## src/rtl/fetch_pkg.sv

```systemverilog
// bus types, widths and sizing for the instruction memory bus; imported by every block on it
package fetch_pkg;

	// byte address and word widths of the instruction memory bus
	localparam int addr_w = 16;
	localparam int data_w = 32;

	// memory depth in words and the word index width that goes with it
	localparam int mem_words = 4096;
	localparam int mem_aw = $clog2(mem_words);

	// the frontend starts fetching here after reset
	localparam logic [addr_w-1:0] reset_vector = '0;

	// prefetch queue depth, any power of two of at least 2 works
	localparam int queue_depth = 4;

	// one memory request, req is the only qualifier for the other fields
	typedef struct packed {
		logic              req;
		logic              we;
		logic [addr_w-1:0] addr;
		logic [data_w-1:0] wdata;
	} mem_req_t;

	// one read response, rdata is only meaningful while rvalid is high
	typedef struct packed {
		logic              rvalid;
		logic [data_w-1:0] rdata;
	} mem_rsp_t;

	// tag kept by the arbiter for the read that is on its way back
	typedef enum logic {
		owner_host,
		owner_fetch
	} owner_e;

endpackage

```

## src/rtl/mem_arbiter.sv

```systemverilog
// fixed-priority arbiter between the host port and instruction fetch on the single memory port
module mem_arbiter (
	input  logic                 clk,
	input  logic                 rst_n,
	input  fetch_pkg::mem_req_t  host_req,
	output fetch_pkg::mem_rsp_t  host_rsp,
	input  fetch_pkg::mem_req_t  fetch_req,
	output logic                 fetch_gnt,
	output fetch_pkg::mem_rsp_t  fetch_rsp,
	output fetch_pkg::mem_req_t  mem_req,
	input  fetch_pkg::mem_rsp_t  mem_rsp
);
	import fetch_pkg::*;

	owner_e owner_q;

	// the host always wins, fetch only gets idle cycles
	assign fetch_gnt = fetch_req.req && !host_req.req;

	// fetch_req passes through with req low when nobody asks
	assign mem_req = host_req.req ? host_req : fetch_req;

	// remember who issued the read so the data returns to the right port
	always_ff @(posedge clk or negedge rst_n) begin
		if (!rst_n) begin
			owner_q <= owner_host;
		end else if (mem_req.req && !mem_req.we) begin
			owner_q <= host_req.req ? owner_host : owner_fetch;
		end
	end

	// --------------------------------------------------
	// response steering

	always_comb begin
		host_rsp.rdata = mem_rsp.rdata;
		fetch_rsp.rdata = mem_rsp.rdata;
		host_rsp.rvalid = mem_rsp.rvalid && (owner_q == owner_host);
		fetch_rsp.rvalid = mem_rsp.rvalid && (owner_q == owner_fetch);
	end

	// each memory slot belongs to exactly one requester, a response follows its own grant
	a_fetch_owner: assert property (@(posedge clk) disable iff (!rst_n)
		fetch_rsp.rvalid |-> $past(fetch_gnt));
	a_host_owner: assert property (@(posedge clk) disable iff (!rst_n)
		host_rsp.rvalid |-> $past(host_req.req && !host_req.we));

endmodule

```

## config.mk

```make
export PLATFORM = sky130hd
export DESIGN_NAME = mem_arbiter
export DESIGN_NICKNAME = d
export VERILOG_FILES = /design/src/rtl/fetch_pkg.sv /design/src/rtl/mem_arbiter.sv
export SDC_FILE = /design/constraint.sdc
export NUM_CORES = 1
export LEC_CHECK = 0
export BUFFER_PORTS_ARGS = -buffer_cell sky130_fd_sc_hd__buf_2
export CAP_MARGIN = 20
export CORE_AREA = 2 2 97 99
export CTS_CLUSTER_SIZE = 30
export DETAILED_ROUTE_END_ITERATION = 10
export DIE_AREA = 0 0 99 101
export PLACE_DENSITY = 0.55
export SLEW_MARGIN = 5
export SYNTH_ARGS = -nofsm -noshare
export SYNTH_HDL_FRONTEND = slang
export SYNTH_SLANG_ARGS = --single-unit
```

## constraint.sdc

```tcl
create_clock -name clk -period 1.3 [get_ports clk]
set_input_delay 0.26 -clock clk [delete_from_list [all_inputs] [get_ports clk]]
set_output_delay 0.26 -clock clk [all_outputs]
set_load 0.1 [all_outputs]
```

==> flow_summary.toml <==
[global_route]
grt_pass1_wl_um = 6150
grt_max_degree = 14
track_usage_pct = 7.57
antenna_found_initial = 0
gr-total-overflow = 0
grt_pass1_vias = 1178

[power]
leakage_nw = 1.44
p_per_area_nw_per_um2 = 765
vdd_drop_max_mv = 0.207
total_power_mw = 2.09

[synthesis]
synthesis.area_um2 = 1380
synth.top_cells.by_area = "mux2_4, buf_4, buf_12"
syn_inst = 127
yosys.cell_types.count = 12
syn_nets = 262
ys_seq_area_share_pct = 1.81
ys_ff_latch = 1
synth_top_area_share_pct = 51.0
syn_avg_cell_area_um2 = 10.9
yosys_warnings = 0
yosys.area.top_type = "mux2_4"

[placement]
dpl.hpwl_um = 3880
place_worst_setup_slack_ps = -116
portBuffers = 155
dpl.cell_count = 327
place_area_um2 = 2580
place.gp.congestion = 0.699

[clock_network]
clk_latency_ps = 0
clkTransAtPathRegs_ps = 0
cts_hold_buf = 0

[layout]
reg.largest.list = "owner_q (1)"
drive_above_1_share_pct = 98.2
areaGrowthSynthToFinish_pct = 97.8
largest_register_ffs = 1
final_area_um2 = 2740
fillers = 899
antenna_cells = 0
postLayoutCoreUtil_pct = 30.5
final_cells = 332
fin_nets = 358
largest-register = "owner_q"

[floorplanning]
core_um2 = 8980
fp-row-count = 35
die_area_um2 = 10000
start_util_pct = 15.4
io_pins = 252
die_x_um = 99
fp.dieH_um = 101

[worst_setup_path]
critPathKind = "input port to output pin"
crit_path_end_kind = "output pin"
rrSetupSlack_ps = 590
cp_max_fo = 8
required_ps = 1040
cp.arrival_ps = 1060
cp-start-kind = "input port"

[sta]
final-setup-viol-count = 17
finalSetupTns_ps = -122
worst_pin_slew_ps = 173
period_needed_ps = 1320
timing.final.max_slew_violations = 0
hold_ws_ps = 34.4
period_share_pct = 101
setup_slack_ps = -15.4
finClkSkew_ps = 0
max_slew_margin_pct = 88.5
fmax_mhz = 760
finalHoldViolCount = 0
rsz0062_at_grt = "yes"

[run]
drv_cap = 0

[routing]
drc_errors = 0
vias = 1182
first_pass_iters = 2
ant_nets = 0
finalWirelength_um = 4660
routedWlPerCell_um = 14.0
drt_iter0_markers = 7
viasPerCell = 3.56

[outcome]
status = "complete, but fails checks"
violations = "setup timing"

[min_path]
hold_path_class = "input port to async pin"
-- worst max-delay path: stages --
cell and delay (ps):
buf_16 140, clkbuf_16 170, mux2_4 310, buf_12 170
-- final timing paths --
kind	from	end	depth (start not counted)
setup / recovery	host_req[49]	mem_req[27]	4
hold / removal	rst_n	owner_q	1
setup reg to reg	owner_q	owner_q	2
hold reg to reg	owner_q	owner_q	2
max in group asynchronous	rst_n	owner_q	1
min in group clk	mem_rsp[27]	fetch_rsp[27]	0
-- power breakdown --
group          switching, mW  internal, mW
Sequential           0.00419        0.0346
Clock                      0             0
Combinational           1.21         0.843
Total                   1.22         0.878
-- repair_timing --
item,CTS,global route
endpoints found under the setup margin,49,48
gates cloned,3,1
gates resized for setup,12,0
buffers inserted,0,1
-- layout make-up --
type	instances	area, um^2	area share, %
Tap cell	111	139	5.07
Sequential cell	1	25.0	0.914
Multi-Input combinational cell	56	798	29.2
Timing Repair Buffer	164	1780	64.9
-- cell families (layout without fill, tap and decap cells) --
group           Yosys count  count (layout)  share of synthesized area [%]
buf+inv                  70             164                           42.4
flops                     1               1                           1.81
mux                      49              49                           52.6
compound gates            1               1                          0.633
simple gates              6               6                           2.53
-- Yosys cell counts (all sizes together) --
cell type,instances
buf,70
dfrtp,1
nand2,1
and2,1
mux2,49
a2bb2oi,1
nor2b,3
or2,1
-- cell usage in the layout, fill, tap and decap left out --
cell type / synthesis / layout
a2bb2oi_1: 1 / 1
nor2b_4: 0 / 2
mux2_4: 47 / 49
clkbuf_16: 0 / 1
buf_2: 0 / 101
dfrtp_1: 1 / 1
buf_12: 4 / 55
or2_4: 0 / 1
buf_16: 0 / 4
buf_4: 64 / 1
buf_8: 1 / 1
nor2b_1: 3 / 1
buf_6: 1 / 1
nand2_1: 1 / 1
and2_2: 0 / 1
-- routing by layer --
| layer | wire length (um) | global-route usage, % | vias to the layer above |
|---|---|---|---|
| met5 | 0 | 0 | - |
| met4 | 19 | 0.632 | 0 |
| met3 | 590 | 1.80 | 8 |
| met2 | 2510 | 14.8 | 98 |
| met1 | 1540 | 8.57 | 520 |
| li1 | - | - | 556 |
No activity file was read; power rests on OpenSTA's default activity.
