## config.mk

```make
export PLATFORM = sky130hd
export DESIGN_NAME = fetch_frontend
export DESIGN_NICKNAME = d
export VERILOG_FILES = /design/src/rtl/fetch_pkg.sv /design/src/rtl/isa_pkg.sv /design/src/rtl/fetch_queue.sv /design/src/rtl/fetch_frontend.sv
export SDC_FILE = /design/constraint.sdc
export NUM_CORES = 1
export LEC_CHECK = 0
export BUFFER_PORTS_ARGS = -buffer_cell sky130_fd_sc_hd__buf_4
export CORE_MARGIN = 2
export CORE_UTILIZATION = 30
export DETAILED_ROUTE_END_ITERATION = 6
export PLACE_DENSITY = 0.53
export SLEW_MARGIN = 20
export SYNTH_ARGS = -nofsm -noshare
export SYNTH_HDL_FRONTEND = slang
export SYNTH_SLANG_ARGS = --single-unit
export TNS_END_PERCENT = 10
```

## constraint.sdc

```tcl
create_clock -name clk -period 4.4 [get_ports clk]
set_input_delay 0.22 -clock clk [delete_from_list [all_inputs] [get_ports clk]]
set_output_delay 0.22 -clock clk [all_outputs]
set_load 0.01 [all_outputs]
```

## src/rtl/fetch_pkg.sv

```systemverilog
// bus types, widths and sizing for the instruction memory bus; imported by every block on it
package fetch_pkg;

	// byte address and word widths of the instruction memory bus
	localparam int addr_w = 16;
	localparam int data_w = 32;

	// memory depth in words and the word index width that goes with it
	localparam int mem_words = 4096;
	localparam int mem_aw = $clog2(mem_words);

	// the frontend starts fetching here after reset
	localparam logic [addr_w-1:0] reset_vector = '0;

	// prefetch queue depth, any power of two of at least 2 works
	localparam int queue_depth = 4;

	// one memory request, req is the only qualifier for the other fields
	typedef struct packed {
		logic              req;
		logic              we;
		logic [addr_w-1:0] addr;
		logic [data_w-1:0] wdata;
	} mem_req_t;

	// one read response, rdata is only meaningful while rvalid is high
	typedef struct packed {
		logic              rvalid;
		logic [data_w-1:0] rdata;
	} mem_rsp_t;

	// tag kept by the arbiter for the read that is on its way back
	typedef enum logic {
		owner_host,
		owner_fetch
	} owner_e;

endpackage

```

## src/rtl/isa_pkg.sv

```systemverilog
// RV32IC opcode encodings and the rs1/rs2 predecode rule, imported by the fetch frontend
package isa_pkg;

	// the two low bits of an instruction pick a compressed quadrant or a 32-bit instruction
	typedef enum logic [1:0] {
		q0     = 2'b00,
		q1     = 2'b01,
		q2     = 2'b10,
		q_full = 2'b11
	} quadrant_e;

	// compressed opcodes that predecode treats specially
	// each value is the quadrant followed by funct3, because funct3 alone repeats between quadrants
	typedef enum logic [4:0] {
		c_addi4spn = 5'b00_000,
		c_addi     = 5'b01_000,
		c_addi16sp = 5'b01_011,
		c_lwsp     = 5'b10_010,
		c_swsp     = 5'b10_110
	} c_funct3_e;

	// register numbers that go to the register file read ports
	typedef struct packed {
		logic [4:0] rs1;
		logic [4:0] rs2;
	} regs_t;

	// cheap guess of rs1/rs2, exact for the formats that read registers
	function automatic regs_t predecode_regs(input logic [31:0] instr);
		regs_t     regs;
		quadrant_e quad;
		c_funct3_e op;
		quad = quadrant_e'(instr[1:0]);
		op = c_funct3_e'({instr[1:0], instr[15:13]});
		if (quad == q_full) begin
			regs.rs1 = instr[19:15];
			regs.rs2 = instr[24:20];
		end else begin
			// quadrant 2 has full rs2 fields, the others use the popular x8..x15 subset
			regs.rs2 = (quad == q2) ? instr[6:2] : {2'b01, instr[4:2]};
			case (op)
				// stack pointer relative forms read sp
				c_addi4spn, c_addi16sp, c_lwsp, c_swsp: regs.rs1 = 5'd2;
				c_addi: regs.rs1 = instr[11:7];
				default: regs.rs1 = (quad == q2) ? instr[11:7] : {2'b01, instr[9:7]};
			endcase
		end
		return regs;
	endfunction

endpackage

```

## src/rtl/fetch_queue.sv

```systemverilog
// prefetch queue for fetched words; the head always sits in entry zero so it can be muxed with bus data
module fetch_queue #(
	parameter int depth = 4
) (
	input  logic                           clk,
	input  logic                           rst_n,
	input  logic                           flush,
	input  logic                           push,
	input  logic [fetch_pkg::data_w-1:0]   wdata,
	input  logic                           pop,
	output logic [fetch_pkg::data_w-1:0]   rdata,
	output logic                           empty,
	output logic                           full,
	output logic [$clog2(depth+1)-1:0]     level
);
	import fetch_pkg::*;

	logic [data_w-1:0] mem_q [depth];
	logic [data_w-1:0] above [depth];
	logic [depth-1:0]  valid_q;
	logic [depth:0]    valid_ext;

	// an extra invalid entry on top keeps the shift loop free of edge cases
	assign valid_ext = {1'b0, valid_q};

	// the word each entry takes on a shift, the top entry refills from the write port
	always_comb begin
		for (int i = 0; i < depth - 1; i++) begin
			above[i] = mem_q[i + 1];
		end
		above[depth - 1] = wdata;
	end

	// --------------------------------------------------
	// storage

	// on a pop every entry moves down, and the first free slot takes the pushed word
	always_ff @(posedge clk) begin
		for (int i = 0; i < depth; i++) begin
			if (pop || (push && !valid_q[i])) begin
				mem_q[i] <= valid_ext[i + 1] ? above[i] : wdata;
			end
		end
	end

	// valid bits stay packed against entry zero
	always_ff @(posedge clk or negedge rst_n) begin
		if (!rst_n) begin
			valid_q <= '0;
		end else if (flush) begin
			valid_q <= '0;
		end else begin
			case ({push, pop})
				2'b10: valid_q <= {valid_q[depth-2:0], 1'b1};
				2'b01: valid_q <= valid_ext[depth:1];
				default: valid_q <= valid_q;
			endcase
		end
	end

	// --------------------------------------------------
	// status

	always_comb begin
		level = '0;
		for (int i = 0; i < depth; i++) begin
			if (valid_q[i]) begin
				level = level + 1'b1;
			end
		end
	end

	assign rdata = mem_q[0];
	assign empty = !valid_q[0];
	assign full = valid_q[depth - 1];

	// the frontend reserves an entry for every word in flight, so a returning word finds room
	a_no_push_full: assert property (@(posedge clk) disable iff (!rst_n) push |-> !full);

endmodule

```

## src/rtl/fetch_frontend.sv

```systemverilog
// fetch frontend; requests words, buffers them, assembles cir and predecodes the next registers
module fetch_frontend (
	input  logic                          clk,
	input  logic                          rst_n,
	input  logic                          jump_strobe,
	input  logic [fetch_pkg::addr_w-1:0]  jump_target,
	output fetch_pkg::mem_req_t           fetch_req,
	input  logic                          fetch_gnt,
	input  fetch_pkg::mem_rsp_t           fetch_rsp,
	output logic [31:0]                   cir,
	output logic [1:0]                    cir_vld,
	input  logic [1:0]                    cir_use,
	input  logic                          cir_lock,
	output logic [4:0]                    next_rs1,
	output logic [4:0]                    next_rs2
);
	import fetch_pkg::*;
	import isa_pkg::*;

	logic                              req_q;
	logic [addr_w-1:0]                 fetch_addr_q;
	logic [1:0]                        inflight_q;
	logic [1:0]                        inflight_nxt;
	logic [1:0]                        flush_q;
	logic                              xfer;
	logic                              data_live;
	logic                              can_issue;
	logic                              q_push;
	logic                              q_pop;
	logic                              q_empty;
	logic                              q_full;
	logic [data_w-1:0]                 q_rdata;
	logic [$clog2(queue_depth+1)-1:0]  q_level;
	logic [47:0]                       yard_q;
	logic [47:0]                       yard_sh;
	logic [47:0]                       yard_nxt;
	logic [1:0]                        lvl_q;
	logic [1:0]                        lvl_rem;
	logic [1:0]                        lvl_nxt;
	logic                              mis_q;
	logic [31:0]                       fetch_data;
	logic                              fetch_vld;
	logic                              take;
	regs_t                             next_regs;

	fetch_queue #(
		.depth(queue_depth)
	) u_queue (
		.clk(clk),
		.rst_n(rst_n),
		.flush(jump_strobe),
		.push(q_push),
		.wdata(fetch_rsp.rdata),
		.pop(q_pop),
		.rdata(q_rdata),
		.empty(q_empty),
		.full(q_full),
		.level(q_level)
	);

	// --------------------------------------------------
	// fetch requests

	assign fetch_req = '{req: req_q, we: 1'b0, addr: fetch_addr_q, wdata: '0};
	assign xfer = fetch_req.req && fetch_gnt;
	assign inflight_nxt = inflight_q + {1'b0, xfer} - {1'b0, fetch_rsp.rvalid};

	// words still owed to a flushed stream are dropped, as is anything landing on a jump
	assign data_live = fetch_rsp.rvalid && (flush_q == 2'd0) && !jump_strobe;

	// every word in flight keeps a queue entry reserved, pops this cycle are ignored
	assign can_issue = !q_full && (inflight_nxt < 2'd2)
		&& (int'(q_level) + int'(inflight_q) + int'(xfer) < queue_depth);

	always_ff @(posedge clk or negedge rst_n) begin
		if (!rst_n) begin
			req_q <= 1'b0;
			fetch_addr_q <= reset_vector;
			inflight_q <= 2'd0;
			flush_q <= 2'd0;
		end else begin
			inflight_q <= inflight_nxt;
			if (jump_strobe) begin
				// an ungranted request leaves no state in the arbiter, so it is simply retargeted
				fetch_addr_q <= {jump_target[addr_w-1:2], 2'b00};
				req_q <= inflight_nxt < 2'd2;
				flush_q <= inflight_nxt;
			end else begin
				if (xfer) begin
					fetch_addr_q <= fetch_addr_q + addr_w'(4);
				end
				// a denied request holds its address until granted
				if (!req_q || fetch_gnt) begin
					req_q <= can_issue;
				end
				if ((flush_q != 2'd0) && fetch_rsp.rvalid) begin
					flush_q <= flush_q - 2'd1;
				end
			end
		end
	end

	// --------------------------------------------------
	// instruction assembly yard

	// yard_q holds {spare halfword, cir} and lvl_q counts its valid halfwords
	assign fetch_data = q_empty ? fetch_rsp.rdata : q_rdata;
	assign fetch_vld = !q_empty || data_live;
	assign lvl_rem = lvl_q - cir_use;

	// refill whenever less than a full cir would remain
	assign take = !cir_lock && !jump_strobe && !lvl_rem[1] && fetch_vld;
	assign q_pop = take && !q_empty;

	// bus data that goes straight into the yard is not queued as well
	assign q_push = data_live && !(take && q_empty);

	always_comb begin
		// shift out what decode consumed, the unused upper slots are don't care
		case (cir_use)
			2'd1: yard_sh = {yard_q[47:32], yard_q[47:16]};
			2'd2: yard_sh = {yard_q[47:32], yard_q[47:32], yard_q[47:32]};
			default: yard_sh = yard_q;
		endcase
		yard_nxt = yard_sh;
		lvl_nxt = lvl_rem;
		if (cir_lock) begin
			yard_nxt = yard_q;
			lvl_nxt = lvl_q;
		end else if (take) begin
			if (mis_q) begin
				// first word after a misaligned jump, only its upper halfword belongs to the stream
				yard_nxt = {yard_sh[47:16], fetch_data[31:16]};
				lvl_nxt = lvl_rem + 2'd1;
			end else if (lvl_rem[0]) begin
				yard_nxt = {fetch_data, yard_sh[15:0]};
				lvl_nxt = 2'd3;
			end else begin
				yard_nxt = {yard_sh[47:32], fetch_data};
				lvl_nxt = 2'd2;
			end
		end
		if (jump_strobe) begin
			lvl_nxt = 2'd0;
		end
	end

	always_ff @(posedge clk or negedge rst_n) begin
		if (!rst_n) begin
			lvl_q <= 2'd0;
			mis_q <= 1'b0;
		end else begin
			lvl_q <= lvl_nxt;
			if (jump_strobe) begin
				mis_q <= jump_target[1];
			end else if (take) begin
				mis_q <= 1'b0;
			end
		end
	end

	always_ff @(posedge clk) begin
		yard_q <= yard_nxt;
	end

	assign cir = yard_q[31:0];
	assign cir_vld = lvl_q[1] ? 2'd2 : lvl_q;

	// --------------------------------------------------
	// register predecode of the value cir takes next

	assign next_regs = predecode_regs(yard_nxt[31:0]);
	assign next_rs1 = next_regs.rs1;
	assign next_rs2 = next_regs.rs2;

	// at most two words may be outstanding on the fetch bus
	a_inflight: assert property (@(posedge clk) disable iff (!rst_n) inflight_q <= 2'd2);

	// decode only consumes halfwords that cir already holds
	a_cir_use: assert property (@(posedge clk) disable iff (!rst_n) cir_use <= cir_vld);

endmodule

```

==> results.ini, run 1 <==
[sta]
timing.slew.headroom = 0.347
timing.final.ws_setup_ps = 585
hold_violations = 0
timing_worst_slew_pin_value_ps = 979
finalCritPeriodShare = 0.867
final.setup_skew_ps = 30.5
slew_violations = 0
fmax_ghz = 0.262
rsz0062_at_grt = false
final.min_clock_period_ps = 3810
setup_tns_ps = 0
setup_viol = 0

[clock_network]
cts.htree.levels = 1
post_cts_buffers = 0
path_clk_slew_ps = 60
ctsHoldBuffers = 49
clk_latency_ps = 530
ctsResizeCount = 0
clockRootBuffer = clkbuf_16
cts.sinks = 202
clockBufferDepth = 3
cts_tree = built
cts_buffers = 24

[global_route]
grt_pass1_vias = 6695
grt_pass1_wl_microns = 39300
antenna_found_initial = 0
grt_overflow = 0
grt_util_all_layers = 0.140
grt_max_degree = 49

[critical_path]
r2r-start = lvl_q[0]
cp-startpoint = lvl_q[0]
worstSetupPathType = flop to primary output
reg2regPathDepth = 7
worst-endpoint-arrival_ps = 3590
cp.required_ps = 4180
cp-start-kind = flop
critPathCaptureType = primary output
cp_max_fo = 15

[place]
gp_congestion = 0.780
portBuffers = 113
post_dp_cell_area_sq_um = 11200
pre_cts_ws_ps = 1100
dp_hpwl_microns = 16600

[layout]
stdcell_area_sq_um = 12500
nNetsFinal = 1051
diodes = 0
fillers = 3283
layout_common_cells = edfxtp_1, buf_4, mux2_2
layout_commonest_cell = edfxtp_1
drive_gt1_frac = 0.288
area_delta_synth_final_pct = 21.9
post-route-util = 0.372

[power_and_ir_drop]
vdd_drop_max_mv = 0.308
p_leak_nw = 4.62
p_per_area_nw_per_um2 = 467
total_power_mw = 5.83

[logic_synthesis]
syn_inst = 862
syn_avg_cell_area_sq_um = 11.9
synthArstFlopShare = 0.129
ys_types = 65
ys.flop_type = edfxtp_1
ys_ff_latch = 202
synth-edff-count = 152
ys_seq_area_frac = 0.556
ys_warn_count = 0
syn-cell-area_sq_um = 10200

[routing]
drc = 0
detail-route-antenna-nets = 0
dr.first_iter.drc_count = 402
routed_wirelength_microns = 25000
vias_per_cell = 4.72
vias = 6823
dr.pass1.iters = 5
routedWlPerCell_microns = 17.3

[floorplan]
io_pins = 150
core_area_sq_um = 33500
dieArea_sq_um = 35600
die_h_microns = 189
rows = 67
initial_core_util = 0.305
die_w_microns = 189

[run]
maxCapViolCount = 0

[worst_hold_path]
hp-class = input port to async pin

[run_status]
status = finished, final reports clean

-- area by class of cell --
type / instances / area (sq um) / share of cell area
multi-input combinational: 547 / 3850 / 0.309
clock inverter: 14 / 174 / 0.0139
tap: 448 / 561 / 0.0449
timing repair buffer: 179 / 1470 / 0.118
clock buffer: 28 / 616 / 0.0494
sequential: 202 / 5700 / 0.457
inverter: 29 / 109 / 0.00873
-- cell usage after synthesis (3+ instances only) --
cell type / n / area [sq um]
xnor2_1: 10 / 87.6
inv_1: 26 / 97.6
a21boi_0: 5 / 37.5
nand4_1: 3 / 18.8
buf_2: 5 / 25.0
mux2_2: 108 / 1220
o21ai_0: 56 / 280
nand3_1: 9 / 45.0
and3_1: 3 / 18.8
buf_1: 9 / 33.8
o21ai_1: 4 / 20.0
clkbuf_1: 32 / 120
o22ai_1: 7 / 43.8
a211oi_1: 7 / 52.6
dfrtp_1: 26 / 651
edfxtp_1: 152 / 4560
a22oi_1: 19 / 143
ha_1: 12 / 150
a21oi_1: 33 / 165
nor2_1: 56 / 210
mux2i_1: 24 / 240
a22o_1: 5 / 43.8
o31ai_1: 5 / 37.5
nand2_1: 82 / 308
nand2b_1: 5 / 31.3
xor2_1: 9 / 78.8
dfxtp_1: 24 / 480
a221oi_1: 9 / 78.8
buf_4: 71 / 533
-- per-layer routing --
metal / track usage / routed length (microns)
met2: 0.221 / 11200
met1: 0.203 / 12300
met4: 0.0300 / 345
met3: 0.0190 / 1170
met5: 0 / 0
-- through the flow --
stage,instances,hold slack (ps)
after floorplan,896,-75.6
after global placement,1356,171
after detailed placement,1356,163
after CTS,1447,147
after global routing,1447,184
final,1447,170
-- kinds of logic after synthesis --
logic type,after synthesis,share of synthesized area
DFF,202,0.556
AOI/OAI and AO/OA,178,0.117
and+or+nand+nor,170,0.0691
buffers and inverters,147,0.0813
muxes,132,0.142
xor gates and xnor gates,20,0.0186
adders and majority gates,12,0.0147
other,1,0.000366
-- flip-flops by register name, indices dropped and copies added, names as in the netlist --
| signal | cells |
|---|---|
| lvl_q | 2 |
| mis_q | 1 |
| fetch_addr_q | 14 |
| inflight_q | 2 |
| u_queue.valid_q | 4 |
| flush_q | 2 |
| yard_q | 48 |
| req_q | 1 |
| u_queue.mem_q | 128 |
-- power breakdown --
| group | internal, mW | leakage (nW) | switching [mW] | total (mW) |
|---|---|---|---|---|
| clock | 1.23 | 0.385 | 0.784 | 2.01 |
| combinational | 0.574 | 2.33 | 0.751 | 1.33 |
| sequential | 2.36 | 1.91 | 0.133 | 2.49 |
-- path summary, 6_finish.rpt --
kind,slack [ps],endpoint
max,590,next_rs2[0]
min,170,fetch_addr_q[5]
max reg2reg,1450,u_queue.mem_q[2][1]
min reg2reg,530,u_queue.mem_q[0][0]
max in group asynchronous,3920,u_queue.valid_q[0]
min in group clk,170,flush_q[0]
-- worst max-delay path: stages, from the launching register on --
cell and delay [ps]:
dfrtp_1 360, inv_1 90, ha_1 200, xor3_1 300
a2111o_1 460, a21oi_4 510, o221ai_2 370, nor2_2 440
nor2_1 80, a21oi_1 140, buf_4 140
Power figures use the tool's default switching activity.
==> run 2, diff against run 1 <==
- clock period: 4.4 -> 3.7 ns (I/O delays scaled with it)
==> results.ini, run 2 (synthesis results as in run 1) <==
[sta]
timing.final.ws_setup_ps = 111  ; was 585 ps
hold_violations = 0  ; unchanged
timing.slew.headroom = 0.351  ; was 0.347
timing_worst_slew_pin_value_ps = 974  ; was 979 ps
finalCritPeriodShare = 0.970
setup_viol = 0  ; unchanged
final.setup_skew_ps = 10.9  ; was 30.5 ps
hold_slack_ps = 106  ; was 170 ps
rsz0062_at_grt = true  ; was false
slew_violations = 0  ; unchanged
fmax_ghz = 0.279
final.min_clock_period_ps = 3590
setup_tns_ps = 0  ; unchanged

[critical_path]
r2r_slack_ps = 880  ; was 1450 ps
r2r-start = lvl_q[0]  ; unchanged
cp.required_ps = 3510  ; was 4180 ps
cp_top_family = compound AO/OA/AOI/OAI gates  ; unchanged
worst-endpoint-arrival_ps = 3400  ; was 3590 ps
crit_chain = inv_1, ha_1, xor3_1, a2111o_1, a21oi_4, o221ai_2, nor2_2, nor2_1, a21oi_1, buf_4  ; unchanged
cp_slowest_stage_delay_ps = 480  ; was 510 ps
cp-start-kind = flop  ; unchanged
slowest_stage = a2111o_1  ; was a21oi_4
worst-path-buf-inv = 2  ; unchanged
regToRegEndpoint = u_queue.mem_q[2][21]  ; was u_queue.mem_q[2][1]
worstSetupPathType = flop to primary output  ; unchanged
reg2regPathDepth = 7  ; unchanged
cp.depth = 10  ; unchanged
critPathCaptureType = primary output  ; unchanged
cp-startpoint = lvl_q[0]  ; unchanged
cp_max_fo = 12  ; was 15
endpoint = next_rs2[1]  ; was next_rs2[0]

[routing]
vias_per_cell = 4.70  ; was 4.72
drc = 0  ; unchanged
detail-route-antenna-nets = 0  ; unchanged
dr.pass1.iters = 4  ; was 5
vias = 6836  ; was 6,823
routed_wirelength_microns = 24600  ; was 25,000 microns
dr.first_iter.drc_count = 487  ; was 402
routedWlPerCell_microns = 16.9  ; was 17.3 microns

[layout]
area_delta_synth_final_pct = 22.8  ; was 21.9%
nNetsFinal = 1059  ; was 1,051
drive_gt1_frac = 0.302  ; was 0.288
post-route-util = 0.375  ; was 0.372
fin_cells = 1456  ; was 1,447
top_register = u_queue.mem_q  ; unchanged
layout_common_cells = edfxtp_1, buf_4, mux2_2  ; unchanged
diodes = 0  ; unchanged
top_regs = u_queue.mem_q x128, yard_q x48, fetch_addr_q x14  ; unchanged
layout_commonest_cell = edfxtp_1  ; unchanged
stdcell_area_sq_um = 12600  ; was 12,500 sq um
largest_reg_flops = 128  ; unchanged

[global_route]
grt_util_all_layers = 0.137  ; was 0.140
antenna_found_initial = 0  ; unchanged
grt_pass1_vias = 6587  ; was 6,695
grt_max_degree = 49  ; unchanged
grt_pass1_wl_microns = 38700  ; was 39,300 microns
grt_overflow = 0  ; unchanged

[power_and_ir_drop]
p_per_area_nw_per_um2 = 543  ; was 467 nW/um^2
total_power_mw = 6.82  ; was 5.83 mW
vdd_drop_max_mv = 0.341  ; was 0.308 mV
p_leak_nw = 4.68  ; was 4.62 nW

[clock_network]
clockRootBuffer = clkbuf_16  ; unchanged
cts.sinks = 202  ; unchanged
clk_latency_ps = 540  ; was 530 ps
path_clk_slew_ps = 60  ; about the same
clockBufferDepth = 3  ; unchanged
cts_buffers = 25  ; was 24
cts_tree = built  ; unchanged
cts.htree.levels = 1  ; unchanged

[floorplan]
initial_core_util = 0.305  ; unchanged
die_h_microns = 189  ; unchanged
rows = 67  ; unchanged
die_w_microns = 189  ; unchanged
io_pins = 150  ; unchanged
dieArea_sq_um = 35600  ; unchanged
core_area_sq_um = 33500  ; unchanged

[place]
gp_congestion = 0.804  ; was 0.780
dp_hpwl_microns = 16900  ; was 16,600 microns
pre_cts_ws_ps = 451  ; was 1100 ps
portBuffers = 113  ; unchanged
numPlacedInstances = 1361  ; was 1,356
post_dp_cell_area_sq_um = 11300  ; was 11,200 sq um

[run_status]
status = finished, final reports clean  ; unchanged

[run]
maxCapViolCount = 0  ; unchanged

[worst_hold_path]
hp-class = input port to flop  ; was input port to async pin

run 2: tightest hold or removal path: stages:
cell and delay (ps):
buf_4 100, nand2b_1 100, xnor2_1 140, o21ai_0 60
run 2: how the worst min path moves through the flow:
stage / cells after the start / start / end / slack, ps
after floorplan: 0 / rst_n / fetch_addr_q[10] / -110
after global placement: 1 / rst_n / fetch_addr_q[3] / 130
after detailed placement: 1 / rst_n / fetch_addr_q[3] / 130
after CTS: 2 / rst_n / fetch_addr_q[3] / 90
after global routing: 3 / jump_strobe / fetch_addr_q[14] / 130
final: 4 / fetch_rsp[32] / flush_q[0] / 110
run 2: area by class of cell:
type,instances,area (sq um)
fill,3307,21000
sequential,202,5700
multi-input combinational,547,3890
timing repair buffer,186,1560
clock buffer,30,664
tap,448,561
inverter,29,109
clock inverter,14,92.6
run 2: power by group:
part           switching, mW  total [mW]  leakage, nW  internal, mW
Sequential             0.146        2.95         1.91          2.80
Combinational          0.907        1.61         2.38         0.708
Clock                  0.973        2.26        0.379          1.29
run 2: per-layer routing:
layer	share of wire	GRT usage	up-vias
met2	0.45	0.214	203
met4	0.022	0.0373	0
li1	-	-	3318
met5	0	0	-
met3	0.045	0.0207	35
met1	0.49	0.198	3280
run 2: what timing repair did:
| action | 4_1_cts | 5_1_grt |
|---|---|---|
| hold buffers | 50 | 0 |
| buffers inserted | 0 | 1 |
| resized for setup | 1 | 7 |
| endpoints found under the setup margin | 3 | 8 |
| pin swaps | 0 | 2 |
| hold endpoints to repair | 159 | 0 |
